<file path="src/verilog/jsonUartPkg.sv">
`default_nettype none

package jsonUartPkg;

    // Drive-state codes, 5 to 7 fall back to STOP
    localparam logic [2:0] STATE_LEFT  = 3'd0;   // Turn left
    localparam logic [2:0] STATE_RIGHT = 3'd1;   // Turn right
    localparam logic [2:0] STATE_FAST  = 3'd2;   // Straight, half speed
    localparam logic [2:0] STATE_SLOW  = 3'd3;   // Straight, quarter speed
    localparam logic [2:0] STATE_STOP  = 3'd4;   // Both wheels still

    // Message geometry
    localparam int MAX_LEN = 27;                  // Longest JSON line incl. newline
    localparam int IDX_W   = $clog2(MAX_LEN + 1); // Char index width
    localparam int LINE_W  = MAX_LEN * 8;         // Packed line width in bits

    // Line lengths in bytes, newline included
    localparam logic [IDX_W-1:0] LEN_LEFT  = IDX_W'(27);
    localparam logic [IDX_W-1:0] LEN_RIGHT = IDX_W'(27);
    localparam logic [IDX_W-1:0] LEN_FAST  = IDX_W'(24);
    localparam logic [IDX_W-1:0] LEN_SLOW  = IDX_W'(26);
    localparam logic [IDX_W-1:0] LEN_STOP  = IDX_W'(20);

    localparam logic [7:0] CHR_NEWLINE = 8'h0A;  // Line terminator

    // Serial timing, short bit period for simulation
    localparam int CLKS_PER_BIT = 8;              // 434 for 115200 baud at 50 MHz
    localparam int DATA_BITS    = 8;              // 8N1 payload
    localparam int FRAME_BITS   = DATA_BITS + 2;  // Start + data + stop
    localparam int FRAME_CLKS   = FRAME_BITS * CLKS_PER_BIT;
    localparam int CLK_CNT_W    = $clog2(CLKS_PER_BIT);
    localparam int BIT_CNT_W    = $clog2(FRAME_BITS);

    // Sequencer FSM encoding
    localparam logic [1:0] SEQ_IDLE  = 2'd0;  // Waiting for start edge
    localparam logic [1:0] SEQ_SEND  = 2'd1;  // Offering characters
    localparam logic [1:0] SEQ_DRAIN = 2'd2;  // Last frame still on the wire
    localparam logic [1:0] SEQ_DONE  = 2'd3;  // Holding done until start drops

endpackage

`default_nettype wire

</file>
<file path="src/verilog/jsonCmdRom.sv">
`timescale 1ns/1ns
`default_nettype none

module jsonCmdRom
    import jsonUartPkg::*;
(
    input  wire logic [2:0]       cmdState,  // Latched drive state
    input  wire logic [IDX_W-1:0] charIdx,   // Position in line, 0 = first char
    output logic      [7:0]       charByte,  // ASCII at that position
    output logic      [IDX_W-1:0] msgLen     // Bytes in selected line
);

    logic [LINE_W-1:0] line;  // Right-justified, last char in low byte
    logic [IDX_W-1:0]  pos;   // Byte offset from the low end

    // Line select, first character sits in the highest used byte
    always_comb begin
        case (cmdState)
            STATE_LEFT: begin
                line   = LINE_W'("{\"T\":1,\"L\":-0.25,\"R\":0.25}\n");
                msgLen = LEN_LEFT;
            end
            STATE_RIGHT: begin
                line   = LINE_W'("{\"T\":1,\"L\":0.25,\"R\":-0.25}\n");
                msgLen = LEN_RIGHT;
            end
            STATE_FAST: begin
                line   = LINE_W'("{\"T\":1,\"L\":0.5,\"R\":0.5}\n");
                msgLen = LEN_FAST;
            end
            STATE_SLOW: begin
                line   = LINE_W'("{\"T\":1,\"L\":0.25,\"R\":0.25}\n");
                msgLen = LEN_SLOW;
            end
            default: begin  // STOP and unused codes
                line   = LINE_W'("{\"T\":1,\"L\":0,\"R\":0}\n");
                msgLen = LEN_STOP;
            end
        endcase
    end

    assign pos = msgLen - IDX_W'(1) - charIdx;  // Wraps past end, masked below

    // Past the end of the line the newline repeats
    assign charByte = (charIdx < msgLen) ? line[{pos, 3'b000} +: 8] : CHR_NEWLINE;

endmodule

`default_nettype wire

</file>
<file path="src/verilog/cmdSequencer.sv">
`timescale 1ns/1ns
`default_nettype none

module cmdSequencer
    import jsonUartPkg::*;
(
    input  wire logic             clk,
    input  wire logic             rst,
    input  wire logic             start,       // Rising edge launches a message
    input  wire logic [2:0]       driveState,  // External command select
    output logic      [2:0]       cmdState,    // State seen by ROM
    output logic      [IDX_W-1:0] charIdx,     // ROM read position
    input  wire logic [7:0]       charByte,    // ROM data
    input  wire logic [IDX_W-1:0] msgLen,      // ROM line length
    output logic                  txValid,     // Byte offered to UART
    output logic      [7:0]       txData,
    input  wire logic             txReady,     // UART idle
    output logic                  busy,
    output logic                  done,
    output logic      [7:0]       ledByte      // Last byte handed over
);

    logic [1:0]       seqState;
    logic             startQ;        // Previous start level
    logic             startRise;
    logic [2:0]       latchedState;  // Frozen for the whole message
    logic             txFire;        // Handshake completes this cycle
    logic             lastChar;
    logic [IDX_W-1:0] expLen;        // Length the latched state implies

    assign startRise = start & ~startQ;
    assign txFire    = txValid & txReady;
    assign lastChar  = (charIdx == msgLen - IDX_W'(1));

    // ROM follows the live input while idle so the first byte is ready at launch
    assign cmdState = (seqState == SEQ_IDLE) ? driveState : latchedState;

    assign busy = (seqState == SEQ_SEND) || (seqState == SEQ_DRAIN);
    assign done = (seqState == SEQ_DONE);

    always_ff @(posedge clk or posedge rst) begin
        if (rst) begin
            seqState     <= SEQ_IDLE;
            startQ       <= 1'b0;
            latchedState <= STATE_STOP;
            charIdx      <= '0;
            txValid      <= 1'b0;
            ledByte      <= 8'h00;
        end else begin
            startQ <= start;
            if (txFire) begin
                ledByte <= txData;  // Mirror on LEDs
            end
            case (seqState)
                SEQ_IDLE: begin
                    if (startRise) begin
                        latchedState <= driveState;
                        txValid      <= 1'b1;      // First char offered right away
                        txData       <= charByte;
                        seqState     <= SEQ_SEND;
                    end
                end
                SEQ_SEND: begin
                    if (txFire) begin
                        txValid <= 1'b0;
                        if (lastChar) begin
                            seqState <= SEQ_DRAIN;
                        end else begin
                            charIdx <= charIdx + IDX_W'(1);
                        end
                    end else if (!txValid && txReady) begin
                        txValid <= 1'b1;  // UART idle again so offer next char
                        txData  <= charByte;
                    end
                end
                SEQ_DRAIN: begin
                    if (txReady) begin  // Newline frame finished
                        seqState <= SEQ_DONE;
                        charIdx  <= '0;
                    end
                end
                default: begin  // SEQ_DONE
                    if (!start) begin
                        seqState <= SEQ_IDLE;
                    end
                end
            endcase
        end
    end

    // Length the ROM should report for the latched command
    always_comb begin
        case (latchedState)
            STATE_LEFT:  expLen = LEN_LEFT;
            STATE_RIGHT: expLen = LEN_RIGHT;
            STATE_FAST:  expLen = LEN_FAST;
            STATE_SLOW:  expLen = LEN_SLOW;
            default:     expLen = LEN_STOP;
        endcase
    end

    // Index stays inside the line and ROM length agrees with the command
    assert property (@(posedge clk) disable iff (rst)
        busy |-> (charIdx < msgLen) && (msgLen == expLen));

    // Offered byte held until the UART takes it
    assert property (@(posedge clk) disable iff (rst)
        txValid && !txReady |=> txValid && $stable(txData));

endmodule

`default_nettype wire

</file>
<file path="src/verilog/uartTx.sv">
`timescale 1ns/1ns
`default_nettype none

module uartTx
    import jsonUartPkg::*;
(
    input  wire logic       clk,
    input  wire logic       rst,
    input  wire logic       txValid,  // Byte offered
    input  wire logic [7:0] txData,
    output logic            txReady,  // High only when idle
    output logic            txd       // Serial line, idles high
);

    logic                 active;    // Frame on the wire
    logic [DATA_BITS:0]   shiftReg;  // Remaining data bits plus stop bit
    logic [BIT_CNT_W-1:0] bitCnt;    // 0 = start bit, FRAME_BITS-1 = stop
    logic [CLK_CNT_W-1:0] clkCnt;    // Cycles within current bit
    logic                 txdReg;
    logic                 txFire;
    logic                 bitEnd;
    logic                 lastBit;

    assign txReady = ~active;
    assign txd     = txdReg;
    assign txFire  = txValid & txReady;
    assign bitEnd  = (clkCnt == CLK_CNT_W'(CLKS_PER_BIT - 1));
    assign lastBit = (bitCnt == BIT_CNT_W'(FRAME_BITS - 1));

    always_ff @(posedge clk or posedge rst) begin
        if (rst) begin
            active <= 1'b0;
            txdReg <= 1'b1;  // Line idle
            bitCnt <= '0;
            clkCnt <= '0;
        end else if (txFire) begin
            active   <= 1'b1;
            txdReg   <= 1'b0;              // Start bit next cycle
            shiftReg <= {1'b1, txData};    // Stop bit above the data
            bitCnt   <= '0;
            clkCnt   <= '0;
        end else if (active) begin
            if (bitEnd) begin
                clkCnt <= '0;
                if (lastBit) begin
                    active <= 1'b0;  // Stop bit done, ready next cycle
                    txdReg <= 1'b1;
                end else begin
                    bitCnt   <= bitCnt + BIT_CNT_W'(1);
                    txdReg   <= shiftReg[0];                    // LSB first
                    shiftReg <= {1'b1, shiftReg[DATA_BITS:1]};
                end
            end else begin
                clkCnt <= clkCnt + CLK_CNT_W'(1);
            end
        end
    end

    // Idle line must sit at the mark level
    assert property (@(posedge clk) disable iff (rst)
        txReady |-> txd);

    // Ready returns exactly one full frame after the byte was taken
    assert property (@(posedge clk) disable iff (rst)
        $rose(txReady) |-> $past(txValid && txReady, FRAME_CLKS + 1));

endmodule

`default_nettype wire

</file>
<file path="src/verilog/jsonUartTop.sv">
`timescale 1ns/1ns
`default_nettype none

module jsonUartTop
    import jsonUartPkg::*;
(
    input  wire logic       clk,
    input  wire logic       rst,
    input  wire logic       start,       // Launch level
    input  wire logic [2:0] driveState,  // Command select
    output logic            txd,         // UART transmit line
    output logic            busy,
    output logic            done,
    output logic      [7:0] ledByte      // Last char sent
);

    logic [2:0]       cmdState;
    logic [IDX_W-1:0] charIdx;
    logic [7:0]       charByte;
    logic [IDX_W-1:0] msgLen;
    logic             txValid;
    logic [7:0]       txData;
    logic             txReady;

    jsonCmdRom cmdRom (              // Message text lookup
        .cmdState (cmdState),
        .charIdx  (charIdx),
        .charByte (charByte),
        .msgLen   (msgLen)
    );

    cmdSequencer sequencer (         // Walks the line into the UART
        .clk        (clk),
        .rst        (rst),
        .start      (start),
        .driveState (driveState),
        .cmdState   (cmdState),
        .charIdx    (charIdx),
        .charByte   (charByte),
        .msgLen     (msgLen),
        .txValid    (txValid),
        .txData     (txData),
        .txReady    (txReady),
        .busy       (busy),
        .done       (done),
        .ledByte    (ledByte)
    );

    uartTx serializer (              // 8N1 output stage
        .clk     (clk),
        .rst     (rst),
        .txValid (txValid),
        .txData  (txData),
        .txReady (txReady),
        .txd     (txd)
    );

endmodule

`default_nettype wire

</file>
<file path="config.mk">
export PLATFORM = sky130hd
export DESIGN_NAME = jsonUartTop
export DESIGN_NICKNAME = d
export VERILOG_FILES = /design/src/verilog/jsonUartPkg.sv /design/src/verilog/jsonCmdRom.sv /design/src/verilog/cmdSequencer.sv /design/src/verilog/uartTx.sv /design/src/verilog/jsonUartTop.sv
export SDC_FILE = /design/constraint.sdc
export NUM_CORES = 1
export LEC_CHECK = 0
export ABC_AREA = 0
export ABC_CLOCK_PERIOD_IN_PS = 5100
export BUFFER_PORTS_ARGS = -buffer_cell sky130_fd_sc_hd__buf_2
export CAP_MARGIN = 25
export CORE_MARGIN = 1.5
export CORE_UTILIZATION = 55
export CTS_BUF_LIST = sky130_fd_sc_hd__clkbuf_4 sky130_fd_sc_hd__clkbuf_8
export DETAILED_ROUTE_END_ITERATION = 7
export GPL_TIMING_DRIVEN = 0
export MAX_ROUTING_LAYER = met4
export PLACE_DENSITY = 0.72
export SLEW_MARGIN = 20
export SYNTH_ARGS = -nofsm -noshare
export SYNTH_HDL_FRONTEND = slang
export SYNTH_HIERARCHICAL = 1
export SYNTH_SLANG_ARGS = --single-unit
export TNS_END_PERCENT = 50
</file>
<file path="constraint.sdc">
create_clock -name clk -period 5.1 [get_ports clk]
set_clock_uncertainty 0.1 [all_clocks]
set_input_delay 1.02 -clock clk [delete_from_list [all_inputs] [get_ports clk]]
set_output_delay 1.02 -clock clk [all_outputs]
set_load 0.05 [all_outputs]
</file>
==> results of run 1 <==
## logic make-up after synthesis
group,after synthesis,share of synthesized area [%]
AND/OR/NAND/NOR,139,18.6
AO/OA/AOI/OAI,138,23.7
buffers and inverters,62,7.26
flip-flops,46,31.8
multiplexers,24,7.07
adder cells (fa/ha/maj),21,6.94
XOR/XNOR,17,4.40
other,2,0.193
## metrics by stage
stage | TNS, ns | util [%] | instances
finish | 0 | 61.6 | 570
global route | 0 | 61.6 | 570
CTS | 0 | 61.3 | 569
detailed placement | -0.597 | 59.9 | 561
global placement | -0.749 | 59.9 | 561
floorplan | 0 | - | 449
## cell type report
cell class / instances / area [um2]
fillers: 619 / 2620
multi-input cells: 341 / 2390
flip-flops and latches: 46 / 1240
plain buffers: 34 / 181
well taps: 96 / 120
inverters: 28 / 105
repair buffers: 17 / 85.1
clock buffers: 5 / 68.8
clock inverters: 3 / 21.3
## synthesized netlist by cell type (all sizes together), types with 3 or more instances
cell type	n
ha	20
nand4	5
a221o	3
o21a	3
o21ai	35
o221ai	4
or2	3
nor2b	10
o211ai	9
o22ai	3
a31oi	12
a22o	8
and3	4
o32ai	3
nand2b	11
nor3	12
mux2	18
a221oi	3
mux2i	5
clkbuf	17
o31ai	4
buf	17
nand3b	4
o311ai	3
inv	28
dfrtp	27
a21oi	29
xnor2	9
nand3	15
nor2	27
or3	5
nand2	34
xor2	8
edfxtp	17
a211oi	3
## critical path, stage by stage, from the launching register on
cell,delay [ns]
dfrtp_1,0.41
inv_1,0.10
ha_1,0.14
clkbuf_1,0.31
mux2_2,0.42
clkbuf_1,0.28
nor2_4,0.35
ha_1,0.26
inv_1,0.06
fa_1,0.57
clkbuf_2,0.26
buf_2,0.28
nand2_1,0.14
o21ai_0,0.10
nand3_1,0.10
a31oi_1,0.15
a31oi_1,0.12
a221oi_1,0.41
## worst paths after layout
check / cells past startpoint / end / from / slack (ns)
worst max-delay path: 17 / sequencer/txData[4] / sequencer/seqState[0] / 0.29
min in group asynchronous: 2 / serializer/active / rst / 0.63
worst min-delay path: 2 / serializer/txd / serializer/txd / 0.40
max in group asynchronous: 2 / sequencer/ledByte[3] / rst / 3.59
worst min register to register: 2 / serializer/txd / serializer/txd / 0.40
worst max register to register: 17 / sequencer/txData[4] / sequencer/seqState[0] / 0.29
## registers in the layout, summed over array words and instances (netlist names), 2 cells and up
name	cells
sequencer/charIdx	5
sequencer/latchedState	3
sequencer/ledByte	8
sequencer/seqState	2
sequencer/txData	8
serializer/bitCnt	4
serializer/clkCnt	3
serializer/shiftReg	9
## what timing repair did
| item | CTS | global route |
|---|---|---|
| setup endpoints to repair | 5 | 6 |
| hold buffers | 0 | 0 |
| gates resized for setup | 1 | 7 |
## per-layer routing
metal	wire (um)	track usage [%]	share of wire (%)	vias to the layer above
met5	0	-	0	-
met4	337	13.7	3.3	0
met3	988	5.69	9.7	33
met2	4490	44.5	44	212
met1	4400	38.5	43	1676
li1	-	-	-	1698
==> impl_metrics.json, run 1 <==
{
  "outcome": "finished clean",
  "clk-insertion-delay-late_ns": 0.30,
  "dieHeight_um": 87.1,
  "start_util_pct": 57.0,
  "whs_ns": 0.401,
  "totalWireLength_um": 10200,
  "die_area_um2": 7590,
  "synth_area_per_cell_um2": 8.67,
  "synth.distinct_cells": 70,
  "cts_tree": "done",
  "yosys.area.top_type": "dfrtp_1",
  "drv_slew": 0,
  "yosysWarnings": 6,
  "grt_overflow": 0,
  "final_cell_mix": "nand2_1, a21oi_1, o21ai_0",
  "ys_seq_elements": 46,
  "grt_use_total_pct": 29.6,
  "max_freq_ghz": 0.208,
  "vias": 3619,
  "hp-class": "flop to flop",
  "vias_per_cell": 6.35,
  "first_iter_violations": 364,
  "ys_async_sr_fraction_pct": 63.0,
  "setup_viol": 0,
  "placement.cell_area_um2": 4090,
  "clock_sinks": 46,
  "synth_cells": 449,
  "dr.pass1.iters": 5,
  "dieWidth_um": 87.1,
  "avgRoutedWirePerCell_um": 17.9,
  "synth.area.top_cells": "dfrtp_1, edfxtp_1, ha_1, mux2_2, a21oi_1",
  "grt_max_degree": 21,
  "mostFrequentLayoutCell": "nand2_1",
  "cts_max_level": 2,
  "cts_buffer_depth": 2,
  "maxSlewHeadroom_pct": 46.0,
  "end_kind": "flop",
  "antenna_found_initial": 0,
  "synth_ff_type": "dfrtp_1",
  "worstPathArrival_ns": 4.78,
  "design_area_um2": 4210,
  "syn_to_final_growth_pct": 8.16,
  "fp.coreArea_um2": 6830,
  "synth_seq_area_share_pct": 31.8,
  "antenna_cells": 0,
  "rsz0062_at_grt": "false",
  "ios": 17,
  "finalHoldViolCount": 0,
  "cts_setup_buffers": 0,
  "io_buffers": 16,
  "worstMarginPinSlew_ns": 0.809,
  "drive_gt1_share_pct": 17.5,
  "cts_root_buffer": "clkbuf_8",
  "critPathMaxFanout": 10,
  "ant_nets": 0,
  "path_class": "flop to flop",
  "synth_top_area_share_pct": 17.4,
  "startpoint_type": "flop",
  "num_rows": 30,
  "clkSlewWorstSetupHoldPaths_ns": 0.09,
  "min_period_ns": 4.81,
  "post-place-ws_ns": -0.158,
  "cap_violations": 0,
  "gp_congestion": 1.06,
  "worst_slack_ns": 0.286,
  "num-nets-final": 500,
  "grt_pass1_vias": 3422,
  "drc": 0,
  "hpwl_um": 7470,
  "numCtsBuffers": 5,
  "grt_pass1_wl_um": 16900,
  "required_ns": 5.07,
  "synth-edff-count": 17,
  "syn_area_um2": 3890,
  "period_share_pct": 94.4,
  "syn-num-nets": 476
}
Power of run 1 is not shown: default switching activity piles up to over one toggle a cycle in this logic, so the estimate is an artifact.
==> run 2, diff against run 1 <==
BUFFER_PORTS_ARGS = -buffer_cell sky130_fd_sc_hd__buf_4   (was -buffer_cell sky130_fd_sc_hd__buf_2)
==> impl_metrics.json, run 2 (same netlist as run 1, synthesis figures left out) <==
{
  "grt_use_total_pct": 30.1,
  "min_period_ns": 4.86,
  "largest_registers": "serializer/shiftReg x9, sequencer/ledByte x8, sequencer/txData x8",
  "clock_sinks": 46,
  "setup_viol": 0,
  "end_kind": "flop",
  "hp-class": "flop to flop",
  "cap_violations": 0,
  "num-nets-final": 500,
  "worstMarginPinSlew_ns": 0.838,
  "required_ns": 5.01,
  "die_area_um2": 7590,
  "rrSetupSlack_ns": 0.24,
  "timing.rr.start": "sequencer/seqState[0]",
  "period_share_pct": 95.3,
  "cts_root_buffer": "clkbuf_8",
  "io_buffers": 16,
  "worstPathArrival_ns": 4.77,
  "ant_nets": 0,
  "cts_setup_buffers": 0,
  "dr.pass1.iters": 5,
  "hpwl_um": 7910,
  "critPathMaxFanout": 10,
  "dieWidth_um": 87.1,
  "r2r_end": "sequencer/txData[1]",
  "regMostFlops": "serializer/shiftReg",
  "min_from": "serializer/txd",
  "met2_length_um": 4930,
  "grt_pass1_wl_um": 17400,
  "grt_pass1_vias": 3416,
  "hold_end": "serializer/txd",
  "ios": 17,
  "worstPathCellList": "inv_1 > ha_1 > clkbuf_1 > mux2_2 > clkbuf_1 > nor2_4 > ha_1 > inv_1 > fa_1 > clkbuf_2 > buf_2 > nor2_1 > a221oi_1 > a311o_1 > a21oi_1 > o221ai_1",
  "vias_per_cell": 6.40,
  "path_class": "flop to flop",
  "clkSlewWorstSetupHoldPaths_ns": 0.08,
  "drc": 0,
  "antenna_found_initial": 0,
  "crit_buf_inv": 6,
  "start_util_pct": 57.0,
  "dieHeight_um": 87.1,
  "totalWireLength_um": 10800,
  "largest_reg_flops": 9,
  "finalHoldViolCount": 0,
  "hold_buffers": 0,
  "numCtsBuffers": 5,
  "cts_buffer_depth": 2,
  "grt_max_degree": 21,
  "maxSlewHeadroom_pct": 44.1,
  "fillers": 600,
  "avgRoutedWirePerCell_um": 18.9,
  "syn_to_final_growth_pct": 9.26,
  "vias": 3649,
  "grt_overflow": 0,
  "rsz0062_at_grt": "false",
  "gp_congestion": 1.04,
  "startpoint_type": "flop",
  "mostFrequentLayoutCell": "nand2_1",
  "drive_gt1_share_pct": 17.1,
  "cp_slowest_stage_delay_ns": 0.49,
  "reg2regPathDepth": 16,
  "clk-insertion-delay-late_ns": 0.28,
  "final_cell_mix": "nand2_1, a21oi_1, o21ai_0",
  "drv_slew": 0,
  "whs_ns": 0.397,
  "outcome": "finished clean",
  "num_rows": 30,
  "antenna_cells": 0,
  "cts_max_level": 2,
  "hold_depth": 2,
  "first_iter_violations": 311,
  "fp.coreArea_um2": 6830,
  "dr.max_layer_used": "met4",
  "critPathTopFamily": "buffers and inverters",
  "wl_met3_um": 971,
  "routedLengthMet1_um": 4620,
  "cts_tree": "done",
  "slowest_stage": "fa_1",
  "max_freq_ghz": 0.206
}
==> run 2: changes by cell type in the layout (fill, tap and decap cells not counted), sizes merged <==
cell,delta
clkinvlp,-1
buf,+1
clkbuf,+1
clkinv,-1
==> run 2: what timing repair did <==
| item | in CTS | in global routing |
|---|---|---|
| setup endpoints to repair | 5 | 7 |
| cloned | 0 | 0 |
| gates resized for setup | 1 | 3 |
==> run 2: layer usage <==
metal / vias up / global-route usage (%)
li1: 1689 / -
met1: 1724 / 41.2
met2: 208 / 47.6
met3: 28 / 3.03
met4: 0 / 8.95
met5: - / -
==> run 2: metrics by stage <==
step / setup slack, ns / setup TNS [ns] / instances / util [%] / area, um2
floorplan: 0.797 / 0 / 449 / - / 3890
CTS: 0.0457 / 0 / 569 / 61.9 / 4230
global route: 0.0277 / 0 / 570 / 62.3 / 4250
global placement: -0.306 / -1.12 / 561 / 60.5 / 4130
detailed placement: -0.264 / -0.897 / 561 / 60.5 / 4130
finish: 0.238 / 0 / 570 / 62.3 / 4250
==> run 2: worst max path at each step <==
stage                               end             startpoint  slack (ns)  cells past startpoint
finish              sequencer/txData[1]  sequencer/seqState[0]        0.24                     16
detailed placement  sequencer/txData[0]          driveState[1]       -0.26                     15
CTS                 sequencer/txData[0]  sequencer/seqState[0]        0.05                     17
global placement    sequencer/txData[0]          driveState[1]       -0.31                     15
global route        sequencer/txData[0]  sequencer/seqState[0]        0.03                     17
floorplan           sequencer/txData[1]          driveState[1]        0.80                     12
==> run 2: worst reg2reg max path: stages, from the launching register on <==
cell      delay [ns]
dfrtp_1         0.41
inv_1           0.12
ha_1            0.15
clkbuf_1        0.31
mux2_2          0.43
clkbuf_1        0.28
nor2_4          0.35
ha_1            0.26
inv_1           0.06
fa_1            0.49
clkbuf_2        0.23
buf_2           0.23
nor2_1          0.38
a221oi_1        0.15
a311o_1         0.35
a21oi_1         0.16
o221ai_1        0.14
==> run 2: area by class of cell <==
type                            count  area [um2]  share of cell area (%)
Clock buffer                        7        90.1                    2.12
Multi-Input combinational cell    341        2390                    56.2
Inverter                           28         105                    2.47
Sequential cell                    46        1240                    29.1
Tap cell                           96         120                    2.82
Buffer                             34         179                    4.21
Timing Repair Buffer               17         125                    2.94
Clock inverter                      1        5.00                   0.118
Power of run 2 is left out for the same reason.
==> run 3, diff against run 2 <==
CORE_UTILIZATION = 25   (was 55)
PLACE_DENSITY = 0.39   (was 0.72)
==> impl_metrics.json, run 3 (same netlist as run 1, synthesis figures left out) <==
{
  "end_kind": "flop",
  "max_freq_ghz": 0.215,
  "finalHoldViolCount": 0,
  "largest_registers": "serializer/shiftReg x9, sequencer/ledByte x8, sequencer/txData x8",
  "ant_nets": 0,
  "start_util_pct": 25.6,
  "totalWireLength_um": 11800,
  "clock_sinks": 46,
  "period_share_pct": 91.1,
  "dieWidth_um": 128,
  "grt_use_total_pct": 15.5,
  "fp.coreArea_um2": 15200,
  "worstPathArrival_ns": 4.58,
  "final_core_util_pct": 28.9,
  "cts_root_buffer": "clkbuf_8",
  "required_ns": 5.04,
  "num_rows": 45,
  "reg2regPathDepth": 17,
  "avgRoutedWirePerCell_um": 17.7,
  "vias": 3608,
  "cts_buffer_depth": 2,
  "maxSlewHeadroom_pct": 42.1,
  "ios": 17,
  "cap_violations": 0,
  "post-place-ws_ns": -0.293,
  "whs_ns": 0.390,
  "regMostFlops": "serializer/shiftReg",
  "place_inst": 654,
  "hold_depth": 2,
  "hold_buffers": 0,
  "cts_max_level": 2,
  "final_cell_mix": "nand2_1, a21oi_1, o21ai_0",
  "dieHeight_um": 128,
  "rrSetupSlack_ns": 0.46,
  "syn_to_final_growth_pct": 12.8,
  "largest_reg_flops": 9,
  "worstMarginPinSlew_ns": 0.867,
  "setup_viol": 0,
  "min_period_ns": 4.64,
  "grt_pass1_vias": 3611,
  "mostFrequentLayoutCell": "nand2_1",
  "critPathMaxFanout": 10,
  "antenna_found_initial": 0,
  "rsz0062_at_grt": "false",
  "drive_gt1_share_pct": 18.0,
  "hp-class": "flop to flop",
  "stdcell_count": 665,
  "cts_tree": "done",
  "hpwl_um": 8710,
  "num-nets-final": 503,
  "worst_slack_ns": 0.456,
  "io_buffers": 16,
  "outcome": "finished clean",
  "startpoint_type": "flop",
  "clk-insertion-delay-late_ns": 0.30,
  "clkSlewWorstSetupHoldPaths_ns": 0.08,
  "drc": 0,
  "dr.pass1.iters": 4,
  "grt_pass1_wl_um": 19500,
  "first_iter_violations": 305,
  "numCtsBuffers": 5,
  "antenna_cells": 0,
  "gp_congestion": 0.935,
  "vias_per_cell": 5.43,
  "grt_max_degree": 21,
  "path_class": "flop to flop",
  "grt_overflow": 0,
  "drv_slew": 0,
  "die_area_um2": 16300
}
run 3: cell count changes in the layout (fill, tap and decap cells not counted), sizes merged:
cell    delta
buf        +3
clkbuf     +1
clkinv     -1
run 3: area by class of cell:
type	count	area [um2]
Tap cell	188	235
Inverter	28	105
Fill cell	1667	10800
Buffer	34	181
Timing Repair Buffer	20	148
Sequential cell	46	1240
Clock buffer	8	91.3
Multi-Input combinational cell	341	2390
run 3: final timing paths:
check,startpoint,end
max,sequencer/seqState[0],sequencer/txData[0]
min,serializer/txd,serializer/txd
max reg2reg,sequencer/seqState[0],sequencer/txData[0]
min reg2reg,serializer/txd,serializer/txd
max in group asynchronous,rst,sequencer/ledByte[3]
min in group asynchronous,rst,serializer/bitCnt[3]
run 3: critical path: stages (launching register included):
cell       delay [ns]
dfrtp_1          0.40
inv_1            0.11
ha_1             0.15
clkbuf_1         0.32
mux2_2           0.44
clkbuf_1         0.28
nor2_4           0.23
ha_1             0.22
inv_1            0.06
fa_1             0.53
clkbuf_2         0.24
buf_2            0.28
buf_2            0.28
nor3_1           0.08
o21ai_0          0.28
o2111ai_1        0.18
nand2_1          0.12
a21oi_1          0.07
run 3: timing repair:
action,in CTS,in global routing
pin swaps,0,1
buffers inserted,0,3
endpoints found under the setup margin,7,6
cloned,0,0
gates resized for setup,2,6
run 3: per-layer routing:
layer / GRT usage, % / part of all wire [%] / up-vias
met5: - / 0 / -
met4: 6.61 / 3.2 / 0
met3: 1.84 / 3.9 / 28
met2: 24.9 / 47 / 122
met1: 19.7 / 46 / 1758
li1: - / - / 1700
run 3: through the flow:
step / area, um2 / TNS [ns]
2_1_floorplan: 3890 / 0
3_3_place_gp: 4250 / -2.12
3_5_place_dp: 4250 / -1.52
4_1_cts: 4350 / 0
5_1_grt: 4390 / 0
6_report: 4390 / 0
Power of run 3 is left out for the same reason.
